--- config.mk ---
export PLATFORM = sky130hd
export DESIGN_NAME = m68k_bus_port
export DESIGN_NICKNAME = d
export VERILOG_FILES = /design/src/common/frame_store_pkg.sv /design/src/logic/m68k_bus_port.sv
export SDC_FILE = /design/constraint.sdc
export NUM_CORES = 1
export LEC_CHECK = 0
export BUFFER_PORTS_ARGS = -buffer_cell sky130_fd_sc_hd__buf_2
export CAP_MARGIN = 40
export CORE_MARGIN = 2
export CORE_UTILIZATION = 24
export CTS_CLUSTER_SIZE = 10
export DETAILED_ROUTE_END_ITERATION = 8
export PLACE_DENSITY = 0.85
export SLEW_MARGIN = 20
export SYNTH_ARGS = -nofsm -noshare
export SYNTH_HDL_FRONTEND = slang
export SYNTH_SLANG_ARGS = --single-unit
--- constraint.sdc ---
create_clock -name Clock25Mhz -period 2.1 [get_ports Clock25Mhz]
set_clock_uncertainty 0.05 [all_clocks]
set_input_delay 0.315 -clock Clock25Mhz [delete_from_list [all_inputs] [get_ports Clock25Mhz]]
set_output_delay 0.315 -clock Clock25Mhz [all_outputs]
set_load 0.01 [all_outputs]
--- src/common/frame_store_pkg.sv ---
package frame_store_pkg;

	// Arcade screen geometry
	localparam int COL_BITS = 8;
	localparam int ROW_BITS = 5;
	localparam int VISIBLE_COLS = 256;
	localparam int VISIBLE_LINES = 224;

	// CPU bus view
	typedef logic [31:0] addr_t;
	typedef logic [15:0] word_t;
	typedef logic [7:0] byte_t;

	// Byte index into the frame memory, column above byte row
	typedef logic [COL_BITS+ROW_BITS-1:0] mem_addr_t;

	// Video DMA view
	typedef logic [31:0] rgb_t;
	typedef logic [9:0] scan_x_t;
	typedef logic [8:0] scan_y_t;

	// Bus port sequencing
	typedef enum logic [1:0]
	{
		BUS_IDLE = 2'd0,
		BUS_ACCESS = 2'd1,
		BUS_HOLD = 2'd2
	} bus_state_e;

	// White with the alpha byte left at zero
	localparam rgb_t PIXEL_ON = 32'h00ff_ffff;
	localparam rgb_t PIXEL_OFF = 32'h0000_0000;

	// Frame buffer window in the CPU map
	localparam addr_t DEFAULT_FRAME_BASE = 32'h0100_0000;

endpackage

--- src/logic/m68k_bus_port.sv ---
module m68k_bus_port
#(
	parameter frame_store_pkg::addr_t frame_base = frame_store_pkg::DEFAULT_FRAME_BASE
)
(
	input logic Clock25Mhz,
	input logic arst_n,
	input logic as_n,
	input logic uds_n,
	input logic lds_n,
	input logic rw,
	input frame_store_pkg::addr_t address,
	input frame_store_pkg::word_t data_in,
	output logic dtack_n,
	output frame_store_pkg::word_t data_out,
	output logic cpu_en,
	output logic cpu_we,
	output frame_store_pkg::mem_addr_t cpu_addr,
	output frame_store_pkg::byte_t cpu_wdata,
	input frame_store_pkg::byte_t cpu_rdata
);

	// Offset bits inside the window, the rest must match the base
	localparam int WIN_BITS = $bits(frame_store_pkg::mem_addr_t);

	frame_store_pkg::bus_state_e state;
	frame_store_pkg::bus_state_e state_next;
	logic in_window;
	logic strobe;
	logic start;

	// Window decode on the upper address bits
	assign in_window = (address[31:WIN_BITS] == frame_base[31:WIN_BITS]);
	assign strobe = ~uds_n | ~lds_n;

	// New access only from idle
	assign start = (state == frame_store_pkg::BUS_IDLE) & ~as_n & in_window & strobe;

	// Memory sees exactly one enable per strobe
	assign cpu_en = start;
	assign cpu_we = start & ~rw;
	assign cpu_addr = address[WIN_BITS-1:0];
	// Only the low lane is stored
	assign cpu_wdata = data_in[7:0];

	// Next state
	always_comb
	begin
		state_next = state;
		case (state)
			frame_store_pkg::BUS_IDLE:
			begin
				if (start)
				begin
					state_next = frame_store_pkg::BUS_ACCESS;
				end
			end
			frame_store_pkg::BUS_ACCESS:
			begin
				// Strobe may already be gone after the first acknowledged cycle
				if (as_n)
					state_next = frame_store_pkg::BUS_IDLE;
				else
					state_next = frame_store_pkg::BUS_HOLD;
			end
			frame_store_pkg::BUS_HOLD:
			begin
				// Wait for the CPU to end the cycle
				if (as_n)
				begin
					state_next = frame_store_pkg::BUS_IDLE;
				end
			end
			default:
			begin
				state_next = frame_store_pkg::BUS_IDLE;
			end
		endcase
	end

	// State and registered DTACK
	always_ff @(posedge Clock25Mhz or negedge arst_n)
	begin
		if (!arst_n)
		begin
			state <= frame_store_pkg::BUS_IDLE;
			dtack_n <= 1'b1;
		end
		else
		begin
			state <= state_next;
			// Low for as long as the port is busy
			dtack_n <= (state_next == frame_store_pkg::BUS_IDLE);
		end
	end

	// Returned byte on both lanes while acknowledged
	// Memory output holds because the enable is not repeated
	assign data_out = (state != frame_store_pkg::BUS_IDLE) ? {cpu_rdata, cpu_rdata} : '0;

endmodule

==> results.txt <==
----------------------------------------------------
[Critical path]
  Critical Path Slowest Stage Cell ... sky130_fd_sc_hd__nor4b_1
  Kind of start point of the critical path ... input pin
  Critical path required time ... 1.74 ns
  FF-to-FF path depth ... 3
  Maximum fanout count along the critical path ... 4
  Family of cells with the greatest summed delay on the critical path ... simple AND/OR/NAND/NOR gates
  Crit path largest cell delay ... 0.31 ns
  Launch instance of the worst register-to-register path ... state[0]$_DFF_PN0_
  Worst setup path class ... in -> out
  Worst setup startpoint ... address[14]
  Data arrival time of the worst path ... 1.42 ns
  Cell occurring most often along the worst timing path ... sky130_fd_sc_hd__buf_2
  Cells traversed along the worst timing path ... buf_2 > nor4b_1 > nand4_1 > nor4_1 > buf_2
  Minimum setup slack among reg-to-reg paths ... 1.00 ns
  Buf/Inv on CP ... 2
  Endpoint type of the worst setup path ... output pin
  Endpoint of the worst register-to-register path ... dtack_n$_DFF_PN1_

[Min path]
  Worst Hold Endpoint ... state[1]$_DFF_PN0_
  Start point of the worst min-delay path ... as_n
  Type of the most critical hold path ... in -> reg
  Number of cells on the worst hold path ... 2

[Synth]
  Largest cells by area after synthesis ... sky130_fd_sc_hd__buf_4 50%, sky130_fd_sc_hd__dfrtp_1 11%, sky130_fd_sc_hd__nor2b_1 11%
  Register bit total from synthesis ... 3
  Unique masters post-synth ... 13
  Share of the yosys chip area belonging to registers ... 0.1738
  Biggest area consumer among synthesized cells ... sky130_fd_sc_hd__buf_4
  Warnings from Yosys ... 0
  Cell area after synthesis ... 439.2 µm²
  Syn_area_per_cell ... 7.985 µm²
  Post-synthesis instance total ... 55
  Area share of the largest cell type after synthesis ... 0.4957
  Net count after synthesis ... 117

[Power and ir drop]
  Leakage power of the design ... 0.3215 nW
  Worst vdd rail ir drop ... 0.0001640 V
  Power density of the placed cells ... 357.5 nW/µm²

[Route]
  Starting DRC count in detailed routing ... 3
  First-pass DRT Iterations ... 2
  Count of vias placed by the detailed router ... 478
  Post-detailed-route via-to-cell ratio ... 4.426
  Final routed wire length divided by cell count ... 11.24 µm
  Residual DRC ... 0
  Number of routed nets with antenna violations ... 0
  Post-Route WL ... 1214 µm

[CTS]
  CTS HTree Levels ... 1
  CTS sink cnt ... 3
  Total of hold buffers inserted after clock tree synthesis ... 1
  Clock tree from TritonCTS ... done
  Max Buffers Root-to-Sink ... 2
  Post-CTS setup buffer count ... 0
  Total CTS buffers ... 3
  Root buffer cell ... sky130_fd_sc_hd__clkbuf_4
  Number of cells upsized or downsized after cts ... 0
  Worst skew pair latency ... 0.23 ns
  Clock transition at path regs ... 0.04 ns

[Timing]
  Fmax achieved ... 0.5607 GHz
  Worst Hold Slack ... 0.2420 ns
  Slew margin rel. ... 0.8095
  Fin crit period ... 1.784 ns
  Actual slew at the worst max-slew pin ... 0.2818 ns
  Post-route fraction of the period consumed by the critical path ... 0.8493
  Unrepaired setup endpoints after global routing ... no
  Total of endpoints with negative setup slack in the final report ... 0
  Total negative slack for setup checks ... 0 ns
  Number of hold violations in the final report ... 0
  Total count of max-transition violations in the final report ... 0

[Layout]
  Number of filler instances in the final layout ... 201
  Layout cell share with drive strength beyond 1 ... 0.6867
  Total inserted antenna cells ... 0
  Layout Area Growth over Synthesis ... 25.64%
  Area occupied by registers ... 76.32 µm²
  Final #Nets ... 146
  Area used by multi-input combinational logic ... 145.1 µm²

[Floorplan]
  Core Box Area ... 1727 µm²
  Chip width ... 46.78 µm
  Area of the die ... 2188 µm²
  Initial core utilization ... 0.2543
  Num ports ... 102
  Overall die height ... 46.78 µm
  Row cnt ... 15

[GRT]
  Number of global-route vias before repair ... 451
  Wire length of the first global-routing pass ... 1545 µm
  Initial antenna violation count ... 0
  GR Util All Layers ... 0.1046
  Overflow left after global routing ... 0
  Largest net degree at the start of global routing ... 9

[Place]
  Number of buffers added on ports ... 51
  Hpwl dp ... 1096 µm
  RePlAce Congestion ... 0.7594

[Job]
  Max-capacitance violation count ... 0

[Outcome]
  Status ... finished, final reports clean

----------------------------------------------------
how the worst max path moves through the flow:
stage / end / slack [ns] / depth (start not counted)
after global routing: cpu_we / 0.19 / 5
after floorplan: cpu_we / 0.46 / 2
after detailed placement: cpu_we / 0.32 / 5
after CTS: cpu_we / 0.31 / 5
final: cpu_we / 0.32 / 5
after global placement: cpu_we / 0.37 / 5
final cells by class:
| type | count | area share |
|---|---|---|
| Clock buffer | 4 | 0.04762 |
| Tap cell | 25 | 0.05669 |
| Sequential cell | 3 | 0.1383 |
| Timing Repair Buffer | 53 | 0.4943 |
| Multi-Input combinational cell | 23 | 0.2630 |
cells in the final DEF, fill, tap and decap left out, drive strengths merged:
cell / n
nand2: 2
dlygate4sd3: 1
nand4: 1
xnor2: 1
dfstp: 1
nor4b: 1
or4: 1
nor2: 2
nor4: 4
o32a: 1
buf: 52
nor2b: 8
clkbuf: 4
dfrtp: 2
nor3: 2
per-stage QoR:
step                      instances  utilization  setup WS [ns]  power [mW]  area [µm²]
after floorplan                  55            -         0.4591      0.1065       439.2
after global placement          103       0.2986         0.3659     0.09435       515.5
after detailed placement        103       0.2986         0.3180     0.09605       515.5
after CTS                       108       0.3196         0.3082      0.2021       551.8
after global routing            108       0.3196         0.1860      0.2080       551.8
final                           108       0.3196         0.3164      0.1973       551.8
flip-flops by register name, summed over array words and instances (netlist names):
name,count
state,2
dtack_n,1
report_power, final:
group / switching, mW / internal, mW
Combinational: 0.0123 / 0.0262
Clock: 0.0294 / 0.0712
Sequential: 0.0000000561 / 0.0582
Total: 0.0417 / 0.156
layer usage:
metal | up-vias | share of wire | global-route usage
li1 | 211 | - | -
met1 | 201 | 0.29 | 0.06323
met2 | 62 | 0.52 | 0.2247
met3 | 4 | 0.18 | 0.03846
met4 | 0 | 0.011 | 0.07778
met5 | - | 0 | 0
synthesized netlist by cell type, drive strengths merged:
cell type	number
dfstp	1
nor4b	1
nand4	1
nor3	2
nor4	4
dfrtp	2
or4	1
o32a	1
nor2	2
nor2b	8
xnor2	1
buf	29
nand2	2
kinds of logic (layout without fill, tap and decap cells):
logic type / count (synthesis) / after routing / synth area share
xor+xnor: 1 / 1 / 0.01995
simple gates: 21 / 21 / 0.2878
buf+inv: 29 / 57 / 0.4957
flops: 3 / 3 / 0.1738
compound gates: 1 / 1 / 0.02279
worst reg2reg max path: stages (launching register included):
cell,delay [ns]
sky130_fd_sc_hd__dfrtp_1,0.38
sky130_fd_sc_hd__nor2_1,0.15
sky130_fd_sc_hd__nand2_1,0.13
sky130_fd_sc_hd__o32a_1,0.31
No activity file was read; power rests on OpenSTA's default activity.
