<file path="src/common/frame_store_pkg.sv">
package frame_store_pkg;

	// Arcade screen geometry
	localparam int COL_BITS = 8;
	localparam int ROW_BITS = 5;
	localparam int VISIBLE_COLS = 256;
	localparam int VISIBLE_LINES = 224;

	// CPU bus view
	typedef logic [31:0] addr_t;
	typedef logic [15:0] word_t;
	typedef logic [7:0] byte_t;

	// Byte index into the frame memory, column above byte row
	typedef logic [COL_BITS+ROW_BITS-1:0] mem_addr_t;

	// Video DMA view
	typedef logic [31:0] rgb_t;
	typedef logic [9:0] scan_x_t;
	typedef logic [8:0] scan_y_t;

	// Bus port sequencing
	typedef enum logic [1:0]
	{
		BUS_IDLE = 2'd0,
		BUS_ACCESS = 2'd1,
		BUS_HOLD = 2'd2
	} bus_state_e;

	// White with the alpha byte left at zero
	localparam rgb_t PIXEL_ON = 32'h00ff_ffff;
	localparam rgb_t PIXEL_OFF = 32'h0000_0000;

	// Frame buffer window in the CPU map
	localparam addr_t DEFAULT_FRAME_BASE = 32'h0100_0000;

endpackage

</file>
<file path="src/video/pixel_fetch.sv">
module pixel_fetch
(
	input logic Clock25Mhz,
	input logic arst_n,
	input logic pix_read,
	input frame_store_pkg::scan_x_t pix_x,
	input frame_store_pkg::scan_y_t pix_y,
	output logic vid_en,
	output frame_store_pkg::mem_addr_t vid_addr,
	input frame_store_pkg::byte_t vid_rdata,
	output logic pix_valid,
	output frame_store_pkg::rgb_t pix_data
);

	logic [frame_store_pkg::COL_BITS-1:0] column;
	logic [7:0] line;
	logic [frame_store_pkg::ROW_BITS-1:0] byte_row;
	logic [2:0] bit_sel;
	logic visible;

	// Side band that travels with the memory read
	logic [2:0] bit_q;
	logic visible_q;

	// Scan doubled in both directions
	assign column = pix_x[frame_store_pkg::COL_BITS:1];
	assign line = pix_y[8:1];

	// Eight lines per byte, lowest bit at the top
	assign byte_row = line[7:3];
	assign bit_sel = line[2:0];

	// Right of 512 or below 224 lines is border
	assign visible = (pix_x < scan_x_width(2 * frame_store_pkg::VISIBLE_COLS))
		& (line < frame_store_pkg::VISIBLE_LINES);

	// Memory request
	assign vid_en = pix_read;
	assign vid_addr = {column, byte_row};

	// Valid pipe
	always_ff @(posedge Clock25Mhz or negedge arst_n)
	begin
		if (!arst_n)
		begin
			pix_valid <= 1'b0;
		end
		else
		begin
			pix_valid <= pix_read;
		end
	end

	// Bit index and visibility
	always_ff @(posedge Clock25Mhz)
	begin
		if (pix_read)
		begin
			bit_q <= bit_sel;
			visible_q <= visible;
		end
	end

	// Colour expansion on the returned byte
	assign pix_data = (visible_q & vid_rdata[bit_q]) ?
		frame_store_pkg::PIXEL_ON : frame_store_pkg::PIXEL_OFF;

	// Constant sized to the scan coordinate
	function automatic frame_store_pkg::scan_x_t scan_x_width(input int value);
		frame_store_pkg::scan_x_t result;
		result = value[$bits(frame_store_pkg::scan_x_t)-1:0];
		return result;
	endfunction

endmodule

</file>
<file path="config.mk">
export PLATFORM = sky130hd
export DESIGN_NAME = pixel_fetch
export DESIGN_NICKNAME = d
export VERILOG_FILES = /design/src/common/frame_store_pkg.sv /design/src/video/pixel_fetch.sv
export SDC_FILE = /design/constraint.sdc
export NUM_CORES = 1
export LEC_CHECK = 0
export ABC_AREA = 1
export BUFFER_PORTS_ARGS = -buffer_cell sky130_fd_sc_hd__buf_4
export CORE_MARGIN = 2
export CORE_UTILIZATION = 31
export DETAILED_ROUTE_END_ITERATION = 16
export PLACE_DENSITY = 0.78
export SLEW_MARGIN = 10
export SYNTH_ARGS = -nofsm -noshare
export SYNTH_HDL_FRONTEND = slang
export SYNTH_SLANG_ARGS = --single-unit
</file>
<file path="constraint.sdc">
create_clock -name Clock25Mhz -period 2.78 [get_ports Clock25Mhz]
set_clock_uncertainty 0.15 [all_clocks]
set_input_delay 0.278 -clock Clock25Mhz [delete_from_list [all_inputs] [get_ports Clock25Mhz]]
set_output_delay 0.278 -clock Clock25Mhz [all_outputs]
set_load 0.01 [all_outputs]
</file>
==> flow_metrics.py, run 1 <==
metrics = {
    "job": {
        "maxCapViolCount": 0,
    },
    "critical_path": {
        "required_ns": 2.35,
        "cp.arrival_ns": 1.48,
        "crit_path_start": "bit_q[0]$_DFFE_PP_",
        "setup.worst_path.end": "pix_data[8]",
        "end_kind": "output port",
        "worstPathMaxFanout": 24,
        "path_class": "reg -> out",
        "cp-start-kind": "register",
    },
    "layout": {
        "final_cell_mix": "buf_4, inv_1, nand2_1",
        "fin_util_pct": 37.76,
        "num-nets-final": 125,
        "mostFrequentLayoutCell": "buf_4",
        "antenna-diode-count": 0,
        "layout-drive-gt1-share_pct": 55.32,
        "syn2layout_area_growth_pct": 18.35,
    },
    "placement": {
        "place_congestion": 0.7960,
        "port_buffers": 46,
        "dpl.hpwl_um": 841.9,
    },
    "hold_path": {
        "min_path_type": "in -> reg",
    },
    "synthesis": {
        "yosysUniqueCellTypes": 10,
        "syn_area_per_cell_sq_um": 7.585,
        "syn_inst": 80,
        "ys_warn_count": 0,
        "synth_area_sq_um": 606.8,
        "yosys_register_bits": 5,
        "seq_area_frac_synth_pct": 23.92,
    },
    "power": {
        "ir_worst_vdd_v": 0.0002445,
        "leakagePower_nw": 0.4294,
        "p_per_area_nw_per_um2": 450.4,
    },
    "cts": {
        "postCtsSetupBuffers": 0,
        "clkTransAtPathRegs_ns": 0.04,
        "clock_path_buffers": 2,
        "htree_levels": 1,
        "cts_tree": "yes",
        "cts_inserted_buffers": 3,
        "cts-root-buf": "clkbuf_4",
        "clock_sinks": 5,
    },
    "floorplan": {
        "ioPinCount": 77,
        "initial_utilization_pct": 31.91,
        "core_sq_um": 1902,
        "die_area_sq_um": 2328,
        "die_w_um": 48.25,
        "die_h_um": 48.25,
        "fp-row-count": 16,
    },
    "detailed_routing": {
        "routedWlPerCell_um": 8.430,
        "avgViaCountPerCell": 3.562,
        "firstDrtPassIters": 2,
        "drtIter0Drc": 1,
        "via_count": 431,
        "ant_nets": 0,
        "drc": 0,
        "finalWirelength_um": 1020,
    },
    "status": {
        "status": "finished clean",
    },
    "global_routing": {
        "grt.overflow.total": 0,
        "antenna_found_initial": 0,
        "grt_pass1_vias": 351,
        "grt_pass1_wl_um": 1297,
        "grt.total_usage_pct": 8.870,
        "grt_max_degree": 25,
    },
    "timing": {
        "layout_min_cycle_time_ns": 1.905,
        "maxSlewViolCount": 0,
        "hold_violations": 0,
        "min_period_over_period_pct": 68.52,
        "rsz0062_at_grt": "false",
        "finalSetupTns_ns": 0,
        "fmax_mhz": 525.0,
        "final-setup-viol-count": 0,
    },
}
[state kept, by name (all words and copies together) (netlist names)]
register and count:
pix_valid 1, bit_q 3, visible_q 1
[Yosys cell counts, drive strengths merged]
cell	count	area [sq um]
buf	45	337.8
inv	11	41.29
nand2	10	37.54
nand3	5	25.02
edfxtp	4	120.1
nor2	2	7.510
a31o	1	8.760
conb	1	3.750
dfrtp	1	25.02
[worst min path at each step]
stage,to,start,slack [ns],depth (start not counted)
CTS,pix_valid$_DFF_PN0_,pix_read,0.04,1
global placement,pix_valid$_DFF_PN0_,arst_n,-0.1,1
detailed placement,pix_valid$_DFF_PN0_,arst_n,-0.09,1
global route,pix_valid$_DFF_PN0_,pix_read,0.04,1
floorplan,pix_valid$_DFF_PN0_,arst_n,-0.17,0
finish,pix_valid$_DFF_PN0_,pix_read,0.06,1
[layer usage]
layer	wire length, um	up-vias	GRT usage (%)
met5	0	-	0
met4	0	0	8.108
met3	134	0	4.815
met2	518	41	14.47
met1	367	176	7.658
li1	-	214	-
[critical path: stages (launching register included)]
cell      delay [ns]
edfxtp_1        0.45
nand2_1         0.11
nand3_1         0.07
nand3_1         0.09
nand2_1         0.05
nor2_1          0.08
buf_4           0.24
buf_4           0.16
[what timing repair did]
action / 4_1_cts / 5_1_grt
hold buffers: 1 / 0
hold endpoints to repair: 1 / 0
resized for setup: 0 / 0
[metrics by stage]
stage	instances	power, W	setup slack [ns]	area (sq um)	hold WS [ns]
finish	121	0.0003235	0.8753	718.2	0.05745
global route	121	0.0003517	0.6984	718.2	0.04385
CTS	121	0.0003310	0.8388	718.2	0.04484
detailed placement	116	0.0002426	1.102	681.9	-0.09397
global placement	116	0.0002394	1.148	681.9	-0.09643
floorplan	87	0.0002315	0.5231	633.1	-0.1676
[area by class of cell]
type / count / area (sq um)
fill: 213 / 1184
inverter: 11 / 41.29
clock buffer: 4 / 26.28
tap: 27 / 33.78
sequential: 5 / 145.1
multi-input combinational: 26 / 108.9
timing repair buffer: 48 / 362.8
[cell families after synthesis]
logic type	synth area share (%)
buf+inv	62.47
compound gates	1.444
flops	23.92
simple gates	11.55
other cells	0.6180
[where the power goes]
group	internal, W	switching [W]
Clock	0.0000542	0.0000286
Combinational	0.0000801	0.0000691
Sequential	0.0000877	0.00000374
No activity file was read; power rests on OpenSTA's default activity.
==> run 2, diff against run 1 <==
==> constraint.sdc (replaced) <==
create_clock -name Clock25Mhz -period 1.8 [get_ports Clock25Mhz]
set_clock_uncertainty 0.15 [all_clocks]
set_input_delay 0.18 -clock Clock25Mhz [delete_from_list [all_inputs] [get_ports Clock25Mhz]]
set_output_delay 0.18 -clock Clock25Mhz [all_outputs]
set_load 0.01 [all_outputs]
==> flow_metrics.py, run 2 (synthesis gave the netlist of run 1 again) <==
metrics = {
    "timing": {
        "layout_min_cycle_time_ns": 1.841,
        "whs_ns": 0.1091,
        "layout_setup_ws_ns": -0.04139,
        "maxSlewViolCount": 0,
        "fmax_mhz": 543.1,
        "min_period_over_period_pct": 102.3,
        "rsz0062_at_grt": "true",
        "finalSetupTns_ns": -0.8206,
        "hold_violations": 0,
        "final-setup-viol-count": 24,
    },
    "detailed_routing": {
        "routedWlPerCell_um": 10.11,
        "avgViaCountPerCell": 3.921,
        "drc": 0,
        "ant_nets": 0,
        "finalWirelength_um": 1284,
        "firstDrtPassIters": 1,
        "via_count": 498,
        "drtIter0Drc": 0,
    },
    "floorplan": {
        "ioPinCount": 77,
        "die_area_sq_um": 2328,
        "core_sq_um": 1902,
        "die_w_um": 48.25,
        "initial_utilization_pct": 31.91,
        "fp-row-count": 16,
        "die_h_um": 48.25,
    },
    "critical_path": {
        "end_kind": "output port",
        "cp.arrival_ns": 1.51,
        "cp_slowest_cell": "edfxtp_1",
        "cp_slowest_stage_delay_ns": 0.46,
        "crit_chain": "inv_2, nand2_2, nand3_2, nand2_2, nor2_4, nor2_4, buf_6",
        "cp_top_family": "simple AND/OR/NAND/NOR gates",
        "worstPathMaxFanout": 6,
        "cp-start-kind": "register",
        "critPathBufInv": 2,
        "required_ns": 1.47,
        "path_class": "reg -> out",
    },
    "cts": {
        "clkTransAtPathRegs_ns": 0.04,
        "clock_path_buffers": 2,
        "clock_sinks": 5,
        "cts_tree": "yes",
        "htree_levels": 1,
        "cts_inserted_buffers": 3,
        "cts-root-buf": "clkbuf_4",
    },
    "hold_path": {
        "min_path_type": "in -> async",
    },
    "placement": {
        "place_congestion": 0.7154,
        "dp_slack_ns": 0.06288,
        "port_buffers": 46,
        "dpl.hpwl_um": 881.2,
        "dpl.cell_count": 115,
        "place_area_sq_um": 681.9,
    },
    "job": {
        "maxCapViolCount": 0,
    },
    "layout": {
        "top_register": "bit_q",
        "num-nets-final": 131,
        "antenna-diode-count": 0,
        "largest_register_ffs": 3,
        "layout-drive-gt1-share_pct": 63.00,
        "design_area_sq_um": 867.1,
        "final_cell_mix": "buf_4, inv_1, buf_6",
        "syn2layout_area_growth_pct": 42.89,
        "largestRegisters": "bit_q x3, pix_valid x1, visible_q x1",
        "mostFrequentLayoutCell": "buf_4",
        "fin_cells": 127,
        "final.fill_count": 192,
    },
    "status": {
        "violations": "setup timing",
        "status": "finished with violations",
    },
    "global_routing": {
        "grt_pass1_wl_um": 1869,
        "antenna_found_initial": 0,
        "grt.overflow.total": 0,
        "grt.total_usage_pct": 11.99,
        "grt_pass1_vias": 448,
        "grt_max_degree": 7,
    },
    "power": {
        "ir_worst_vdd_v": 0.0003752,
        "leakagePower_nw": 0.4700,
        "p_per_area_nw_per_um2": 651.6,
    },
}
[run 2: stage by stage]
stage	total power, W	util, %
6_report	0.0005650	45.59
5_1_grt	0.0006093	45.59
4_1_cts	0.0005602	44.08
3_5_place_dp	0.0003766	35.86
3_3_place_gp	0.0003698	35.86
2_1_floorplan	0.0003591	-
[run 2: repair_timing]
item                                   in CTS  in global routing
setup endpoints to repair                  24                 24
resized for setup                          10                 13
gates cloned                                3                  0
pin swaps                                   3                 13
hold buffers                                5                  0
setup buffers                               1                  0
endpoints found under the hold margin       5                  0
[run 2: cell type report]
cell class	instances	area (sq um)	share of cell area, %
sequential	5	145.1	16.74
inverter	11	41.29	4.762
tap	27	33.78	3.896
multi-input combinational	29	187.7	21.65
timing repair buffer	51	432.9	49.93
clock buffer	4	26.28	3.030
[run 2: power breakdown]
part	internal [W]	switching [W]	leakage (nW)	total (W)
sequential	0.000136	0.00000843	0.0508	0.000144
clock	0.0000835	0.0000409	0.0150	0.000124
combinational	0.000157	0.000139	0.404	0.000296
total	0.000376	0.000189	0.470	0.000565
[run 2: routing by layer]
| layer | share of wire [%] | GRT usage, % | vias up |
|---|---|---|---|
| met2 | 58 | 24.21 | 37 |
| li1 | - | - | 232 |
| met3 | 9.8 | 3.704 | 0 |
| met5 | 0 | 0 | - |
| met1 | 32 | 10.61 | 229 |
| met4 | 0 | 4.865 | 0 |
[run 2: final timing paths]
check	startpoint	end	slack (ns)	depth (start not counted)
min	arst_n	pix_valid$_DFF_PN0_	0.11	2
min in group Clock25Mhz	pix_x[9]	visible_q$_DFFE_PP_	0.16	3
max in group asynchronous	arst_n	pix_valid$_DFF_PN0_	1.31	2
max	bit_q[0]$_DFFE_PP_	pix_data[20]	-0.04	7
==> run 3, diff against run 2 <==
--- a/config.mk
+++ b/config.mk
@@ -11,7 +11,7 @@
 export CORE_UTILIZATION = 31
 export DETAILED_ROUTE_END_ITERATION = 16
 export PLACE_DENSITY = 0.78
-export SLEW_MARGIN = 10
+export SLEW_MARGIN = 20
 export SYNTH_ARGS = -nofsm -noshare
 export SYNTH_HDL_FRONTEND = slang
 export SYNTH_SLANG_ARGS = --single-unit
==> constraint.sdc (replaced) <==
create_clock -name Clock25Mhz -period 1.8 [get_ports Clock25Mhz]
set_clock_uncertainty 0.15 [all_clocks]
set_input_delay 0.18 -clock Clock25Mhz [delete_from_list [all_inputs] [get_ports Clock25Mhz]]
set_output_delay 0.18 -clock Clock25Mhz [all_outputs]
set_load 0.1 [all_outputs]
==> flow_metrics.py, run 3 (synthesis gave the netlist of run 1 again) <==
metrics = {
    "status": {
        "status": "finished with violations",
        "violations": "setup timing",
    },
    "floorplan": {
        "die_area_sq_um": 2328,
        "initial_utilization_pct": 31.91,
        "core_sq_um": 1902,
        "fp-row-count": 16,
        "ioPinCount": 77,
        "die_h_um": 48.25,
        "die_w_um": 48.25,
    },
    "detailed_routing": {
        "ant_nets": 0,
        "routedWlPerCell_um": 9.142,
        "avgViaCountPerCell": 3.819,
        "drc": 0,
        "finalWirelength_um": 1161,
        "drtIter0Drc": 0,
        "via_count": 485,
        "firstDrtPassIters": 1,
    },
    "cts": {
        "cts_inserted_buffers": 3,
        "clock_path_buffers": 2,
        "htree_levels": 1,
        "postCtsSetupBuffers": 0,
        "clkTransAtPathRegs_ns": 0.04,
        "clock_sinks": 5,
        "cts_tree": "yes",
        "cts-root-buf": "clkbuf_4",
    },
    "job": {
        "maxCapViolCount": 0,
    },
    "global_routing": {
        "grt.total_usage_pct": 8.808,
        "antenna_found_initial": 0,
        "grt.overflow.total": 0,
        "grt_pass1_wl_um": 1386,
        "grt_max_degree": 25,
        "grt_pass1_vias": 381,
    },
    "timing": {
        "maxSlewViolCount": 0,
        "layout_setup_ws_ns": -0.1508,
        "hold_violations": 0,
        "layout_min_cycle_time_ns": 1.951,
        "rsz0062_at_grt": "true",
        "fmax_mhz": 512.6,
        "whs_ns": 0.1037,
        "final-setup-viol-count": 24,
        "min_period_over_period_pct": 108.4,
    },
    "power": {
        "ir_worst_vdd_v": 0.0005227,
        "leakagePower_nw": 0.5091,
        "power.total_w": 0.001214,
        "p_per_area_nw_per_um2": 1268,
    },
    "critical_path": {
        "cp_slowest_stage_delay_ns": 0.46,
        "end_kind": "output port",
        "crit_chain": "nand2_1, nand3_1, nand2_1, nor2_2, nor2_4, buf_6, buf_6",
        "crit_path_start": "bit_q[0]$_DFFE_PP_",
        "required_ns": 1.47,
        "cp.arrival_ns": 1.62,
        "path_depth": 7,
        "critPathBufInv": 2,
        "cp_slowest_cell": "edfxtp_1",
        "cp-start-kind": "register",
        "worstPathMaxFanout": 6,
        "setup.worst_path.end": "pix_data[19]",
        "cp_top_family": "simple AND/OR/NAND/NOR gates",
        "path_class": "reg -> out",
    },
    "placement": {
        "place_congestion": 0.7571,
        "place_area_sq_um": 701.9,
        "dpl.hpwl_um": 825.6,
        "port_buffers": 46,
    },
    "layout": {
        "final.fill_count": 175,
        "top_register": "bit_q",
        "syn2layout_area_growth_pct": 57.73,
        "antenna-diode-count": 0,
        "design_area_sq_um": 957.2,
        "largestRegisters": "bit_q x3, pix_valid x1, visible_q x1",
        "layout-drive-gt1-share_pct": 59.00,
        "mostFrequentLayoutCell": "buf_4",
        "final_cell_mix": "buf_4, buf_6, inv_1",
        "num-nets-final": 131,
        "largest_register_ffs": 3,
    },
    "hold_path": {
        "min_path_type": "in -> async",
    },
}
-- run 3: cell types whose count changed in the layout (fill, tap and decap cells not counted), moves of 2 or more --
cell,before,now
buf_4,36,22
nor2_4,5,1
buf_12,0,3
buf_6,10,21
nand2_2,3,1
nand2_1,6,9
-- run 3: final cells by class --
type	count	area [sq um]	area share [%]
tap	27	33.78	3.529
sequential	5	145.1	15.16
inverter	11	41.29	4.314
multi-input combinational	26	131.4	13.73
clock buffer	4	26.28	2.745
timing repair buffer	54	579.3	60.52
-- run 3: where the power goes --
part	switching [W]	internal [W]
Sequential	0.00000735	0.000136
Clock	0.0000436	0.0000837
Combinational	0.000713	0.000230
-- run 3: worst min-delay path by stage --
stage / from / endpoint / cells after the start
finish: arst_n / pix_valid$_DFF_PN0_ / 2
global route: arst_n / pix_valid$_DFF_PN0_ / 2
CTS: arst_n / pix_valid$_DFF_PN0_ / 2
detailed placement: arst_n / pix_valid$_DFF_PN0_ / 1
global placement: arst_n / pix_valid$_DFF_PN0_ / 1
floorplan: arst_n / pix_valid$_DFF_PN0_ / 0
-- run 3: repair_timing --
item                                    4_1_cts  5_1_grt
pin swaps                                     0        1
cloned                                        0        2
hold buffers                                  5        0
resized for setup                            25       11
hold endpoints to repair                      5        0
endpoints found under the setup margin       24       24
-- run 3: through the flow --
step	util (%)	std cells	setup WS, ns	TNS [ns]
finish	50.33	127	-0.1508	-3.299
global route	50.33	127	-0.2693	-6.129
CTS	45.86	125	-0.1571	-3.726
detailed placement	36.91	116	0.09335	0
global placement	36.91	116	0.1486	0
floorplan	-	87	-0.4022	-9.251
-- run 3: per-layer routing --
metal	GRT usage [%]	share of wire [%]	vias to the layer above
met4	4.865	0	0
li1	-	-	227
met1	6.561	34	217
met2	17.89	53	41
met3	3.704	13	0
met5	0	0	-
